File: config.mk
export PLATFORM = sky130hd
export DESIGN_NAME = load_unit_top
export DESIGN_NICKNAME = d
export VERILOG_FILES = /design/src/rv32i_pkg.sv /design/src/lsu_pkg.sv /design/src/dmem_rd_if.sv /design/src/store_queue.sv /design/src/load_rs.sv /design/src/dmem_read_fsm.sv /design/src/load_unit_top.sv
export VERILOG_INCLUDE_DIRS = /design/src /design/src/src
export SDC_FILE = /design/constraint.sdc
export NUM_CORES = 2
export LEC_CHECK = 0
export BUFFER_PORTS_ARGS = -buffer_cell sky130_fd_sc_hd__buf_2
export CORE_MARGIN = 1
export CORE_UTILIZATION = 25
export CTS_CLUSTER_SIZE = 24
export DETAILED_ROUTE_END_ITERATION = 10
export GPL_TIMING_DRIVEN = 0
export PLACE_DENSITY = 0.49
export SLEW_MARGIN = 0
export SYNTH_ARGS = -nofsm -noshare
export SYNTH_HDL_FRONTEND = slang
export SYNTH_SLANG_ARGS = --single-unit
File: constraint.sdc
create_clock -name clk -period 8.7 [get_ports clk]
set_input_delay 0.87 -clock clk [delete_from_list [all_inputs] [get_ports clk]]
set_output_delay 0.87 -clock clk [all_outputs]
set_load 0.02 [all_outputs]
File: src/lsu_config.svh
`ifndef LSU_CONFIG_SVH
`define LSU_CONFIG_SVH

// log2 of entry counts
`define LSU_LOAD_RS_DEPTH 2
`define LSU_STORE_Q_DEPTH 2
`define LSU_LOAD_RS_SIZE (1 << `LSU_LOAD_RS_DEPTH)
`define LSU_STORE_Q_SIZE (1 << `LSU_STORE_Q_DEPTH)

`define LSU_ROB_DEPTH 3
`define LSU_CDB_SIZE 2

`endif

File: src/rv32i_pkg.sv
`default_nettype none

package rv32i_pkg;

    // load funct3 encodings from the base ISA
    typedef enum logic [2:0] {
        lb  = 3'b000,
        lh  = 3'b001,
        lw  = 3'b010,
        lbu = 3'b100,
        lhu = 3'b101
    } load_funct3_t;

    // one memory word seen as byte lanes or half lanes
    typedef union packed {
        logic [3:0][7:0]  bytes;
        logic [1:0][15:0] halves;
    } mem_word_u;

endpackage

`default_nettype wire

File: src/lsu_pkg.sv
`default_nettype none
`include "lsu_config.svh"

package lsu_pkg;

    // one load as handed over at dispatch
    typedef struct packed {
        rv32i_pkg::load_funct3_t   funct3;
        logic [31:0]               imm;
        logic [`LSU_ROB_DEPTH-1:0] target_rob;
        logic                      rs1_ready;
        logic [`LSU_ROB_DEPTH-1:0] rs1_rob;
        logic [31:0]               rs1_v;
    } load_issue_t;

    // common data bus slot, snooped and driven
    typedef struct packed {
        logic                      valid;
        logic [`LSU_ROB_DEPTH-1:0] rob;
        logic [31:0]               value;
    } cdb_result_t;

endpackage

`default_nettype wire

File: src/dmem_rd_if.sv
`timescale 1ns/1ps
`default_nettype none
`include "lsu_config.svh"

interface dmem_rd_if;
    import rv32i_pkg::*;

    logic                          rqst;
    logic [`LSU_LOAD_RS_DEPTH-1:0] rqst_idx;
    logic [31:0]                   addr;
    load_funct3_t                  funct3;
    logic                          accept;
    logic                          done;
    logic [`LSU_LOAD_RS_DEPTH-1:0] done_idx;
    logic [31:0]                   rdata;

    modport station (output rqst, rqst_idx, addr, funct3,
                     input accept, done, done_idx, rdata);
    modport engine (input rqst, rqst_idx, addr, funct3,
                    output accept, done, done_idx, rdata);
endinterface

`default_nettype wire

File: src/store_queue.sv
`timescale 1ns/1ps
`default_nettype none
`include "lsu_config.svh"

module store_queue (
    input  logic                          clk,
    input  logic                          rst_n,
    input  logic                          flush,
    input  logic                          alloc,
    output logic [`LSU_STORE_Q_DEPTH-1:0] alloc_tag,
    input  logic                          resolve,
    input  logic [`LSU_STORE_Q_DEPTH-1:0] resolve_tag,
    input  logic [31:0]                   resolve_addr,
    input  logic                          commit,
    output logic [`LSU_STORE_Q_DEPTH-1:0] youngest,
    output logic [`LSU_STORE_Q_DEPTH:0]   count,
    output logic [`LSU_STORE_Q_SIZE-1:0]  addr_known,
    output logic [31:0]                   addr [`LSU_STORE_Q_SIZE]
);
    localparam int N = `LSU_STORE_Q_SIZE;
    localparam int CNT_W = `LSU_STORE_Q_DEPTH + 1;

    logic [`LSU_STORE_Q_DEPTH-1:0] head;
    logic [`LSU_STORE_Q_DEPTH-1:0] tail;
    logic                          commit_ok;
    logic                          alloc_ok;

    assign commit_ok = commit && (count != '0);
    // a full queue still takes a store if the head retires this cycle
    assign alloc_ok = alloc && ((count != CNT_W'(N)) || commit_ok);

    assign alloc_tag = tail;
    assign youngest = tail - 1'b1;

    always_ff @(posedge clk) begin
        if (!rst_n || flush) begin
            head <= '0;
            tail <= '0;
            count <= '0;
            addr_known <= '0;
        end else begin
            if (resolve) begin
                addr_known[resolve_tag] <= 1'b1;
            end
            if (commit_ok) begin
                addr_known[head] <= 1'b0;
                head <= head + 1'b1;
            end
            if (alloc_ok) begin
                addr_known[tail] <= 1'b0;
                tail <= tail + 1'b1;
            end
            count <= count + CNT_W'(alloc_ok) - CNT_W'(commit_ok);
        end
    end

    always_ff @(posedge clk) begin
        if (resolve) begin
            addr[resolve_tag] <= resolve_addr;
        end
    end

endmodule

`default_nettype wire

File: src/load_rs.sv
`timescale 1ns/1ps
`default_nettype none
`include "lsu_config.svh"

module load_rs (
    input  logic                          clk,
    input  logic                          rst_n,
    input  logic                          flush,
    input  logic                          issue_valid,
    input  lsu_pkg::load_issue_t          issue,
    output logic                          issue_ready,
    input  lsu_pkg::cdb_result_t          cdb [`LSU_CDB_SIZE],
    input  logic [`LSU_STORE_Q_DEPTH-1:0] sq_youngest,
    input  logic [`LSU_STORE_Q_DEPTH:0]   sq_count,
    input  logic [`LSU_STORE_Q_SIZE-1:0]  sq_addr_known,
    input  logic [31:0]                   sq_addr [`LSU_STORE_Q_SIZE],
    input  logic                          sq_commit,
    dmem_rd_if.station                    rd,
    output lsu_pkg::cdb_result_t          result
);
    import lsu_pkg::*;

    localparam int RS_N = `LSU_LOAD_RS_SIZE;
    localparam int RS_W = `LSU_LOAD_RS_DEPTH;
    localparam int SQ_N = `LSU_STORE_Q_SIZE;
    localparam int SQ_W = `LSU_STORE_Q_DEPTH;

    load_issue_t       ent [RS_N];
    logic [SQ_W-1:0]   ent_youngest [RS_N];
    logic [SQ_W:0]     ent_count [RS_N];
    logic [31:0]       ea [RS_N];
    logic [RS_N-1:0]   ent_valid;
    logic [RS_N-1:0]   ent_busy;
    logic [RS_N-1:0]   ent_solved;
    logic [RS_N-1:0]   ent_may_load;
    logic [RS_N-1:0]   solved_chk;
    logic [RS_N-1:0]   clear_chk;
    logic [RS_W-1:0]   rr_ptr;
    logic [RS_W-1:0]   free_idx;
    logic [RS_W-1:0]   sel_idx;
    logic              issue_fire;
    load_issue_t       issue_rec;

    assign issue_ready = |(~ent_valid);
    assign issue_fire = issue_valid && issue_ready;

    always_comb begin
        free_idx = '0;
        for (int i = RS_N - 1; i >= 0; i--) begin
            if (!ent_valid[i]) begin
                free_idx = RS_W'(i);
            end
        end
    end

    // catch a broadcast of rs1 landing in the issue cycle
    always_comb begin
        issue_rec = issue;
        for (int j = 0; j < `LSU_CDB_SIZE; j++) begin
            if (!issue.rs1_ready && cdb[j].valid && cdb[j].rob == issue.rs1_rob) begin
                issue_rec.rs1_ready = 1'b1;
                issue_rec.rs1_v = cdb[j].value;
            end
        end
    end

    // scan back from the recorded youngest store over the older ones
    always_comb begin
        logic [SQ_W-1:0] sq_idx;
        for (int i = 0; i < RS_N; i++) begin
            ea[i] = ent[i].rs1_v + ent[i].imm;
            solved_chk[i] = 1'b1;
            clear_chk[i] = 1'b1;
            for (int j = 0; j < SQ_N; j++) begin
                sq_idx = ent_youngest[i] - SQ_W'(j);
                if ((SQ_W + 1)'(j) < ent_count[i]) begin
                    if (!sq_addr_known[sq_idx]) begin
                        solved_chk[i] = 1'b0;
                    end
                    if (sq_addr[sq_idx][31:2] == ea[i][31:2]) begin
                        clear_chk[i] = 1'b0;
                    end
                end
            end
        end
    end

    always_ff @(posedge clk) begin
        if (!rst_n || flush) begin
            ent_valid <= '0;
            ent_busy <= '0;
            ent_solved <= '0;
            ent_may_load <= '0;
            rr_ptr <= '0;
        end else begin
            if (issue_fire) begin
                ent_valid[free_idx] <= 1'b1;
                ent_busy[free_idx] <= 1'b0;
                ent_solved[free_idx] <= 1'b0;
                ent_may_load[free_idx] <= 1'b0;
            end
            for (int i = 0; i < RS_N; i++) begin
                if (ent_valid[i] && !ent_solved[i] && solved_chk[i]) begin
                    ent_solved[i] <= 1'b1;
                end
                if (ent_valid[i] && !ent_may_load[i] && ent[i].rs1_ready &&
                    ent_solved[i] && clear_chk[i]) begin
                    ent_may_load[i] <= 1'b1;
                end
            end
            // held by the engine until its done
            if (rd.accept) begin
                ent_busy[rd.rqst_idx] <= 1'b1;
            end
            if (rd.done) begin
                ent_valid[rd.done_idx] <= 1'b0;
                ent_busy[rd.done_idx] <= 1'b0;
                ent_solved[rd.done_idx] <= 1'b0;
                ent_may_load[rd.done_idx] <= 1'b0;
                rr_ptr <= rd.done_idx + 1'b1;
            end
        end
    end

    always_ff @(posedge clk) begin
        if (issue_fire) begin
            ent[free_idx] <= issue_rec;
            ent_youngest[free_idx] <= sq_youngest;
            if (sq_commit && sq_count != '0) begin
                ent_count[free_idx] <= sq_count - 1'b1;
            end else begin
                ent_count[free_idx] <= sq_count;
            end
        end
        for (int i = 0; i < RS_N; i++) begin
            if (ent_valid[i]) begin
                for (int j = 0; j < `LSU_CDB_SIZE; j++) begin
                    if (!ent[i].rs1_ready && cdb[j].valid && cdb[j].rob == ent[i].rs1_rob) begin
                        ent[i].rs1_ready <= 1'b1;
                        ent[i].rs1_v <= cdb[j].value;
                    end
                end
                if (sq_commit && ent_count[i] != '0) begin
                    ent_count[i] <= ent_count[i] - 1'b1;
                end
            end
        end
    end

    // round robin from the slot after the last completion
    always_comb begin
        logic            found;
        logic [RS_W-1:0] idx;
        found = 1'b0;
        sel_idx = rr_ptr;
        for (int i = 0; i < RS_N; i++) begin
            idx = rr_ptr + RS_W'(i);
            if (!found && ent_valid[idx] && ent_may_load[idx] && !ent_busy[idx]) begin
                found = 1'b1;
                sel_idx = idx;
            end
        end
        rd.rqst = found;
    end

    assign rd.rqst_idx = sel_idx;
    assign rd.addr = ea[sel_idx];
    assign rd.funct3 = ent[sel_idx].funct3;

    assign result = '{valid: rd.done, rob: ent[rd.done_idx].target_rob, value: rd.rdata};

endmodule

`default_nettype wire

File: src/dmem_read_fsm.sv
`timescale 1ns/1ps
`default_nettype none
`include "lsu_config.svh"

module dmem_read_fsm (
    input  logic        clk,
    input  logic        rst_n,
    input  logic        flush,
    dmem_rd_if.engine   rd,
    output logic        arvalid,
    output logic [31:0] araddr,
    input  logic        arready,
    input  logic        rvalid,
    input  logic [31:0] rdata,
    output logic        rready
);
    import rv32i_pkg::*;

    typedef enum logic [1:0] {
        S_IDLE,
        S_ADDR,
        S_DATA
    } state_t;

    state_t                        state;
    logic [`LSU_LOAD_RS_DEPTH-1:0] idx_q;
    logic [31:0]                   addr_q;
    load_funct3_t                  funct3_q;
    // read outlived a flush, finish on AXI but report nothing
    logic                          dropped;
    mem_word_u                     word;
    logic [7:0]                    lane_b;
    logic [15:0]                   lane_h;

    assign rd.accept = (state == S_IDLE) && rd.rqst && !flush;
    assign rd.done = (state == S_DATA) && rvalid && !dropped && !flush;
    assign rd.done_idx = idx_q;

    assign arvalid = (state == S_ADDR);
    assign araddr = {addr_q[31:2], 2'b00};
    assign rready = (state == S_DATA);

    always_ff @(posedge clk) begin
        if (!rst_n) begin
            state <= S_IDLE;
            dropped <= 1'b0;
        end else begin
            case (state)
                S_IDLE: if (rd.accept) state <= S_ADDR;
                S_ADDR: if (arready) state <= S_DATA;
                S_DATA: if (rvalid) state <= S_IDLE;
                default: state <= S_IDLE;
            endcase
            if (rd.accept) begin
                dropped <= 1'b0;
            end else if (flush && state != S_IDLE) begin
                dropped <= 1'b1;
            end
        end
    end

    always_ff @(posedge clk) begin
        if (rd.accept) begin
            idx_q <= rd.rqst_idx;
            addr_q <= rd.addr;
            funct3_q <= rd.funct3;
        end
    end

    // lane select by low address bits, then extend
    always_comb begin
        word = rdata;
        lane_b = word.bytes[addr_q[1:0]];
        lane_h = word.halves[addr_q[1]];
        case (funct3_q)
            lb:      rd.rdata = {{24{lane_b[7]}}, lane_b};
            lbu:     rd.rdata = {24'h0, lane_b};
            lh:      rd.rdata = {{16{lane_h[15]}}, lane_h};
            lhu:     rd.rdata = {16'h0, lane_h};
            default: rd.rdata = word;
        endcase
    end

endmodule

`default_nettype wire

File: src/load_unit_top.sv
`timescale 1ns/1ps
`default_nettype none
`include "lsu_config.svh"

module load_unit_top (
    input  logic                          clk,
    input  logic                          rst_n,
    input  logic                          flush,
    input  logic                          issue_valid,
    output logic                          issue_ready,
    input  logic [2:0]                    issue_funct3,
    input  logic [31:0]                   issue_imm,
    input  logic [`LSU_ROB_DEPTH-1:0]     issue_target_rob,
    input  logic                          issue_rs1_ready,
    input  logic [`LSU_ROB_DEPTH-1:0]     issue_rs1_rob,
    input  logic [31:0]                   issue_rs1_v,
    input  logic                          cdb_valid [`LSU_CDB_SIZE],
    input  logic [`LSU_ROB_DEPTH-1:0]     cdb_rob [`LSU_CDB_SIZE],
    input  logic [31:0]                   cdb_value [`LSU_CDB_SIZE],
    input  logic                          store_alloc,
    output logic [`LSU_STORE_Q_DEPTH-1:0] store_tag,
    input  logic                          store_resolve,
    input  logic [`LSU_STORE_Q_DEPTH-1:0] store_resolve_tag,
    input  logic [31:0]                   store_resolve_addr,
    input  logic                          store_commit,
    output logic                          arvalid,
    output logic [31:0]                   araddr,
    output logic [2:0]                    arprot,
    input  logic                          arready,
    input  logic                          rvalid,
    input  logic [31:0]                   rdata,
    input  logic [1:0]                    rresp,
    output logic                          rready,
    output logic                          result_valid,
    output logic [`LSU_ROB_DEPTH-1:0]     result_rob,
    output logic [31:0]                   result_value
);
    import rv32i_pkg::*;
    import lsu_pkg::*;

    load_issue_t                   issue;
    cdb_result_t                   cdb [`LSU_CDB_SIZE];
    cdb_result_t                   result;
    logic [`LSU_STORE_Q_DEPTH-1:0] sq_youngest;
    logic [`LSU_STORE_Q_DEPTH:0]   sq_count;
    logic [`LSU_STORE_Q_SIZE-1:0]  sq_addr_known;
    logic [31:0]                   sq_addr [`LSU_STORE_Q_SIZE];

    dmem_rd_if rd_bus ();

    assign issue = '{funct3: load_funct3_t'(issue_funct3), imm: issue_imm,
                     target_rob: issue_target_rob, rs1_ready: issue_rs1_ready,
                     rs1_rob: issue_rs1_rob, rs1_v: issue_rs1_v};

    always_comb begin
        for (int j = 0; j < `LSU_CDB_SIZE; j++) begin
            cdb[j] = '{valid: cdb_valid[j], rob: cdb_rob[j], value: cdb_value[j]};
        end
    end

    // unprivileged, secure, data access
    assign arprot = 3'b000;

    // rresp is not looked at, there is no error path for loads
    assign result_valid = result.valid;
    assign result_rob = result.rob;
    assign result_value = result.value;

    store_queue u_store_queue (
        .clk(clk), .rst_n(rst_n), .flush(flush),
        .alloc(store_alloc), .alloc_tag(store_tag),
        .resolve(store_resolve), .resolve_tag(store_resolve_tag),
        .resolve_addr(store_resolve_addr), .commit(store_commit),
        .youngest(sq_youngest), .count(sq_count),
        .addr_known(sq_addr_known), .addr(sq_addr)
    );

    load_rs u_load_rs (
        .clk(clk), .rst_n(rst_n), .flush(flush),
        .issue_valid(issue_valid), .issue(issue), .issue_ready(issue_ready),
        .cdb(cdb), .sq_youngest(sq_youngest), .sq_count(sq_count),
        .sq_addr_known(sq_addr_known), .sq_addr(sq_addr), .sq_commit(store_commit),
        .rd(rd_bus.station), .result(result)
    );

    dmem_read_fsm u_dmem_read_fsm (
        .clk(clk), .rst_n(rst_n), .flush(flush), .rd(rd_bus.engine),
        .arvalid(arvalid), .araddr(araddr), .arready(arready),
        .rvalid(rvalid), .rdata(rdata), .rready(rready)
    );

endmodule

`default_nettype wire

==> summary.md <==
| Metric | Value |
|---|---|
| Outcome | `finished, violations left` |
| Violated checks | `capacitance limit, slew limit` |
| Flop pwr share | `35.9%` |
| GRT Overall Usage | `28.5%` |
| Final Cell Area | `0.0577 mm²` |
| Drt initial violations | `6621` |
| Pleak | `20.7 nW` |
| DIE WIDTH | `448 µm` |
| Power, Total | `7.89 mW` |
| Simple-gate share of the synthesized area | `11.0%` |
| Routed WL per cell | `37.8 µm` |
| Area contributors post-synth | `edfxtp_1, mux4_2, xnor2_1, xor2_1, ha_1` |
| Final nets | `5398` |
| Antenna Nets Post-Route | `0` |
| Ys flop type | `edfxtp_1` |
| Fraction of layout cells with a size suffix above 1 | `21.8%` |
| Vias | `46382` |
| Multiplexer area fraction after synthesis | `24.1%` |
| Clock power share | `38.9%` |
| Fin. max-slew vios | `47` |
| FF+latch count, synth | `507` |
| Num CTS Buffers | `70` |
| Io pins | `299` |
| Synth Area in Compound Gates | `14.3%` |
| Syn Area/Cell | `10.8 µm²` |
| CP Capture Type | `flip-flop` |
| Post-CTS setup buffer count | `0` |
| Largest family of logic cells by synthesized area | `multiplexers` |
| Hold Vio Cnt, Final | `0` |
| Xor/xnor share of the synthesized area | `12.1%` |
| Post-Syn Area | `0.0497 mm²` |
| CTS sink count | `507` |
| Clk Latency, worst-skew pair | `730 ps` |
| RSZ-0062 raised after global routing | `false` |
| Initial core utilization | `25.2%` |
| Clock-pin slew on the worst setup and hold paths | `60 ps` |
| Minimum clock period | `8170 ps` |
| Root buffer cell | `clkbuf_16` |
| Count of different cell masters after synthesis | `94` |
| Final-layout fill cell count | `20704` |
| WS Path Type | `flip-flop to flip-flop` |
| Startpoint types | `flip-flop` |
| Setup violations, final | `0` |
| Num rows | `163` |
| Area leader, netlist | `edfxtp_1` |
| Synth async-reset ratio | `0%` |
| Synth cell count leaders | `edfxtp_1, mux4_2, clkbuf_1` |
| Slew HR | `-15.9%` |
| Sw Ratio | `33.3%` |
| Drc violations | `0` |
| Worst vdd ir | `0.110 mV` |
| Worst setup startpoint | `u_load_rs.ent_youngest[2][1]` |
| Final core utilization | `29.2%` |
| Core area | `0.197 mm²` |
| Pwr Density | `137 mW/mm²` |
| CTS tree | `built` |
| Peak fanout along the critical path | `10` |
| CP arrival | `8780 ps` |
| Drt pass-1 iters | `6` |
| Post-synth EDFFs | `469` |
| Hold Buf Count CTS | `0` |
| Storage cell area | `0.0148 mm²` |
| Int Power | `5.26 mW` |
| DP Area | `0.0552 mm²` |
| RR Startpoint | `u_load_rs.ent_youngest[2][1]` |
| Hold/Removal Path Class | `primary input to flip-flop` |
| Routability cong. | `1.05` |
| Worst reg2reg path depth | `13` |
| Post-cts sizing count | `0` |
| Max Root-Sink Buffers | `3` |
| Die ar. | `0.201 mm²` |
| Initial antenna violation count | `40` |
| Largest net degree at the start of global routing | `33` |
| Port Buffers | `283` |
| Gate Count Post-Synth | `4614` |
| Gate power share | `25.2%` |
| Hold Path Origin | `store_resolve_addr[10]` |
| Die Ht | `448 µm` |
| Max-Cap Viols | `7` |
| HPWL after DPL | `238000 µm` |
| Vias/cell | `6.00` |
| Layout area overhead | `16.0%` |
| Fmax achieved | `0.122 GHz` |
| Synth warnings | `0` |
| Post-synthesis sequential area ratio | `29.9%` |
| Switch Pwr | `2.63 mW` |
| Hold path cells | `1` |
| Global-route wire length before repair | `387000 µm` |
| Final Routed Wirelength | `292000 µm` |
| WP data required | `9310 ps` |
| Least-Margin Pin Slew | `1730 ps` |
| Period Utilization, post-route | `93.9%` |
| Skew final | `51.4 ps` |
| Synth Area in Adders | `4.09%` |
| Synth top area share | `28.3%` |
| Final hold slack | `362 ps` |
| Vias in the first global route | `43018` |
| Congestion Overflow GR | `0` |
| Area of the multi-input gates | `0.0328 mm²` |
| Top-count cell post-synth | `edfxtp_1` |
| H-tree depth | `3` |
## cells by family (layout without fill, tap and decap cells)
kind of cell               after synthesis  after routing
AOI/OAI and AO/OA                     1096           1096
xor gates and xnor gates               594            594
adders and majority gates              160            160
buffers and inverters                  541            994
DFF                                    507            507
muxes                                  630            630
other                                    1             23
and+or+nand+nor                       1085           1085
## routing by layer
metal | global-route usage, % | part of all wire [%] | vias up
met5 | 0 | 0.046 | -
met3 | 6.78 | 10 | 624
met4 | 17.8 | 7.3 | 24
li1 | - | - | 18889
met1 | 36.8 | 39 | 23665
met2 | 42.9 | 43 | 3180
## registers in the layout, indices dropped and copies added, names as in the netlist, 4 cells and up, named ones only
name,count
u_load_rs.ent,296
u_store_queue.addr,120
u_dmem_read_fsm.addr_q,32
u_load_rs.ent_count,12
u_load_rs.ent_youngest,8
u_load_rs.ent_busy,4
u_load_rs.ent_may_load,4
u_load_rs.ent_solved,4
u_load_rs.ent_valid,4
u_store_queue.addr_known,4
## power groups by stage
stage | clock, mW | combinational [mW] | sequential [mW]
floorplan | 0 | 1.07 | 2.84
global placement | 0 | 1.87 | 2.88
detailed placement | 0 | 1.91 | 2.88
CTS | 3.13 | 1.92 | 2.83
global route | 3.21 | 2.03 | 2.84
finish | 3.07 | 1.99 | 2.83
## stage by stage
step / instances / setup WS (ps) / setup TNS [ps]
after CTS: 7709 / 1240 / 0
final: 7729 / 527 / 0
after global placement: 7541 / -3720 / -135730
after floorplan: 4618 / 2920 / 0
after global routing: 7713 / 1050 / 0
after detailed placement: 7584 / 1270 / 0
## worst paths after layout
path | slack, ps | endpoint
min | 360 | u_store_queue.addr[42]
max | 530 | u_load_rs.ent_may_load[2]
max reg2reg | 530 | u_load_rs.ent_may_load[2]
min reg2reg | 470 | u_load_rs.ent_solved[2]
## placed cells by master (no fill, tap or decap), types with 18 or more instances in the layout
| cell type | count |
|---|---|
| a211oi_1 | 53 |
| a21o_1 | 68 |
| a21oi_1 | 264 |
| a22oi_1 | 99 |
| a31oi_1 | 34 |
| and2_1 | 24 |
| and3_1 | 32 |
| and4_1 | 26 |
| buf_1 | 29 |
| buf_2 | 360 |
| buf_4 | 52 |
| clkbuf_1 | 331 |
| clkbuf_16 | 71 |
| dfxtp_1 | 38 |
| diode_2 | 18 |
| edfxtp_1 | 469 |
| ha_1 | 152 |
| inv_1 | 69 |
| mux2_2 | 29 |
| mux2i_1 | 152 |
| mux4_2 | 448 |
| nand2_1 | 256 |
| nand3_1 | 86 |
| nand4_1 | 95 |
| nor2_1 | 273 |
| nor2b_1 | 19 |
| nor3_1 | 78 |
| nor4_1 | 51 |
| o211ai_1 | 44 |
| o21a_1 | 25 |
| o21ai_0 | 258 |
| o22ai_1 | 39 |
| or3_1 | 30 |
| or4_1 | 21 |
| xnor2_1 | 288 |
| xnor3_1 | 55 |
| xor2_1 | 240 |
## critical path: stages, from the launching register on
cell,delay (ps)
edfxtp_1,310
buf_2,450
buf_2,580
buf_2,600
buf_1,1240
buf_1,1130
buf_2,690
mux4_2,420
xor2_1,560
nand4_1,530
nor4_1,960
nand4_1,190
nand3_1,200
a21oi_1,90
## area by class of cell
type                    instances  share of cell area [%]
repair buffers                328                    3.41
diodes                         18                  0.0781
flip-flops and latches        507                    25.7
clock inverters                40                   0.953
plain buffers                 467                    3.46
well taps                    2640                    5.73
inverters                      74                   0.482
multi-input cells            3570                    57.0
clock buffers                  85                    3.19
Power figures use the tool's default switching activity.
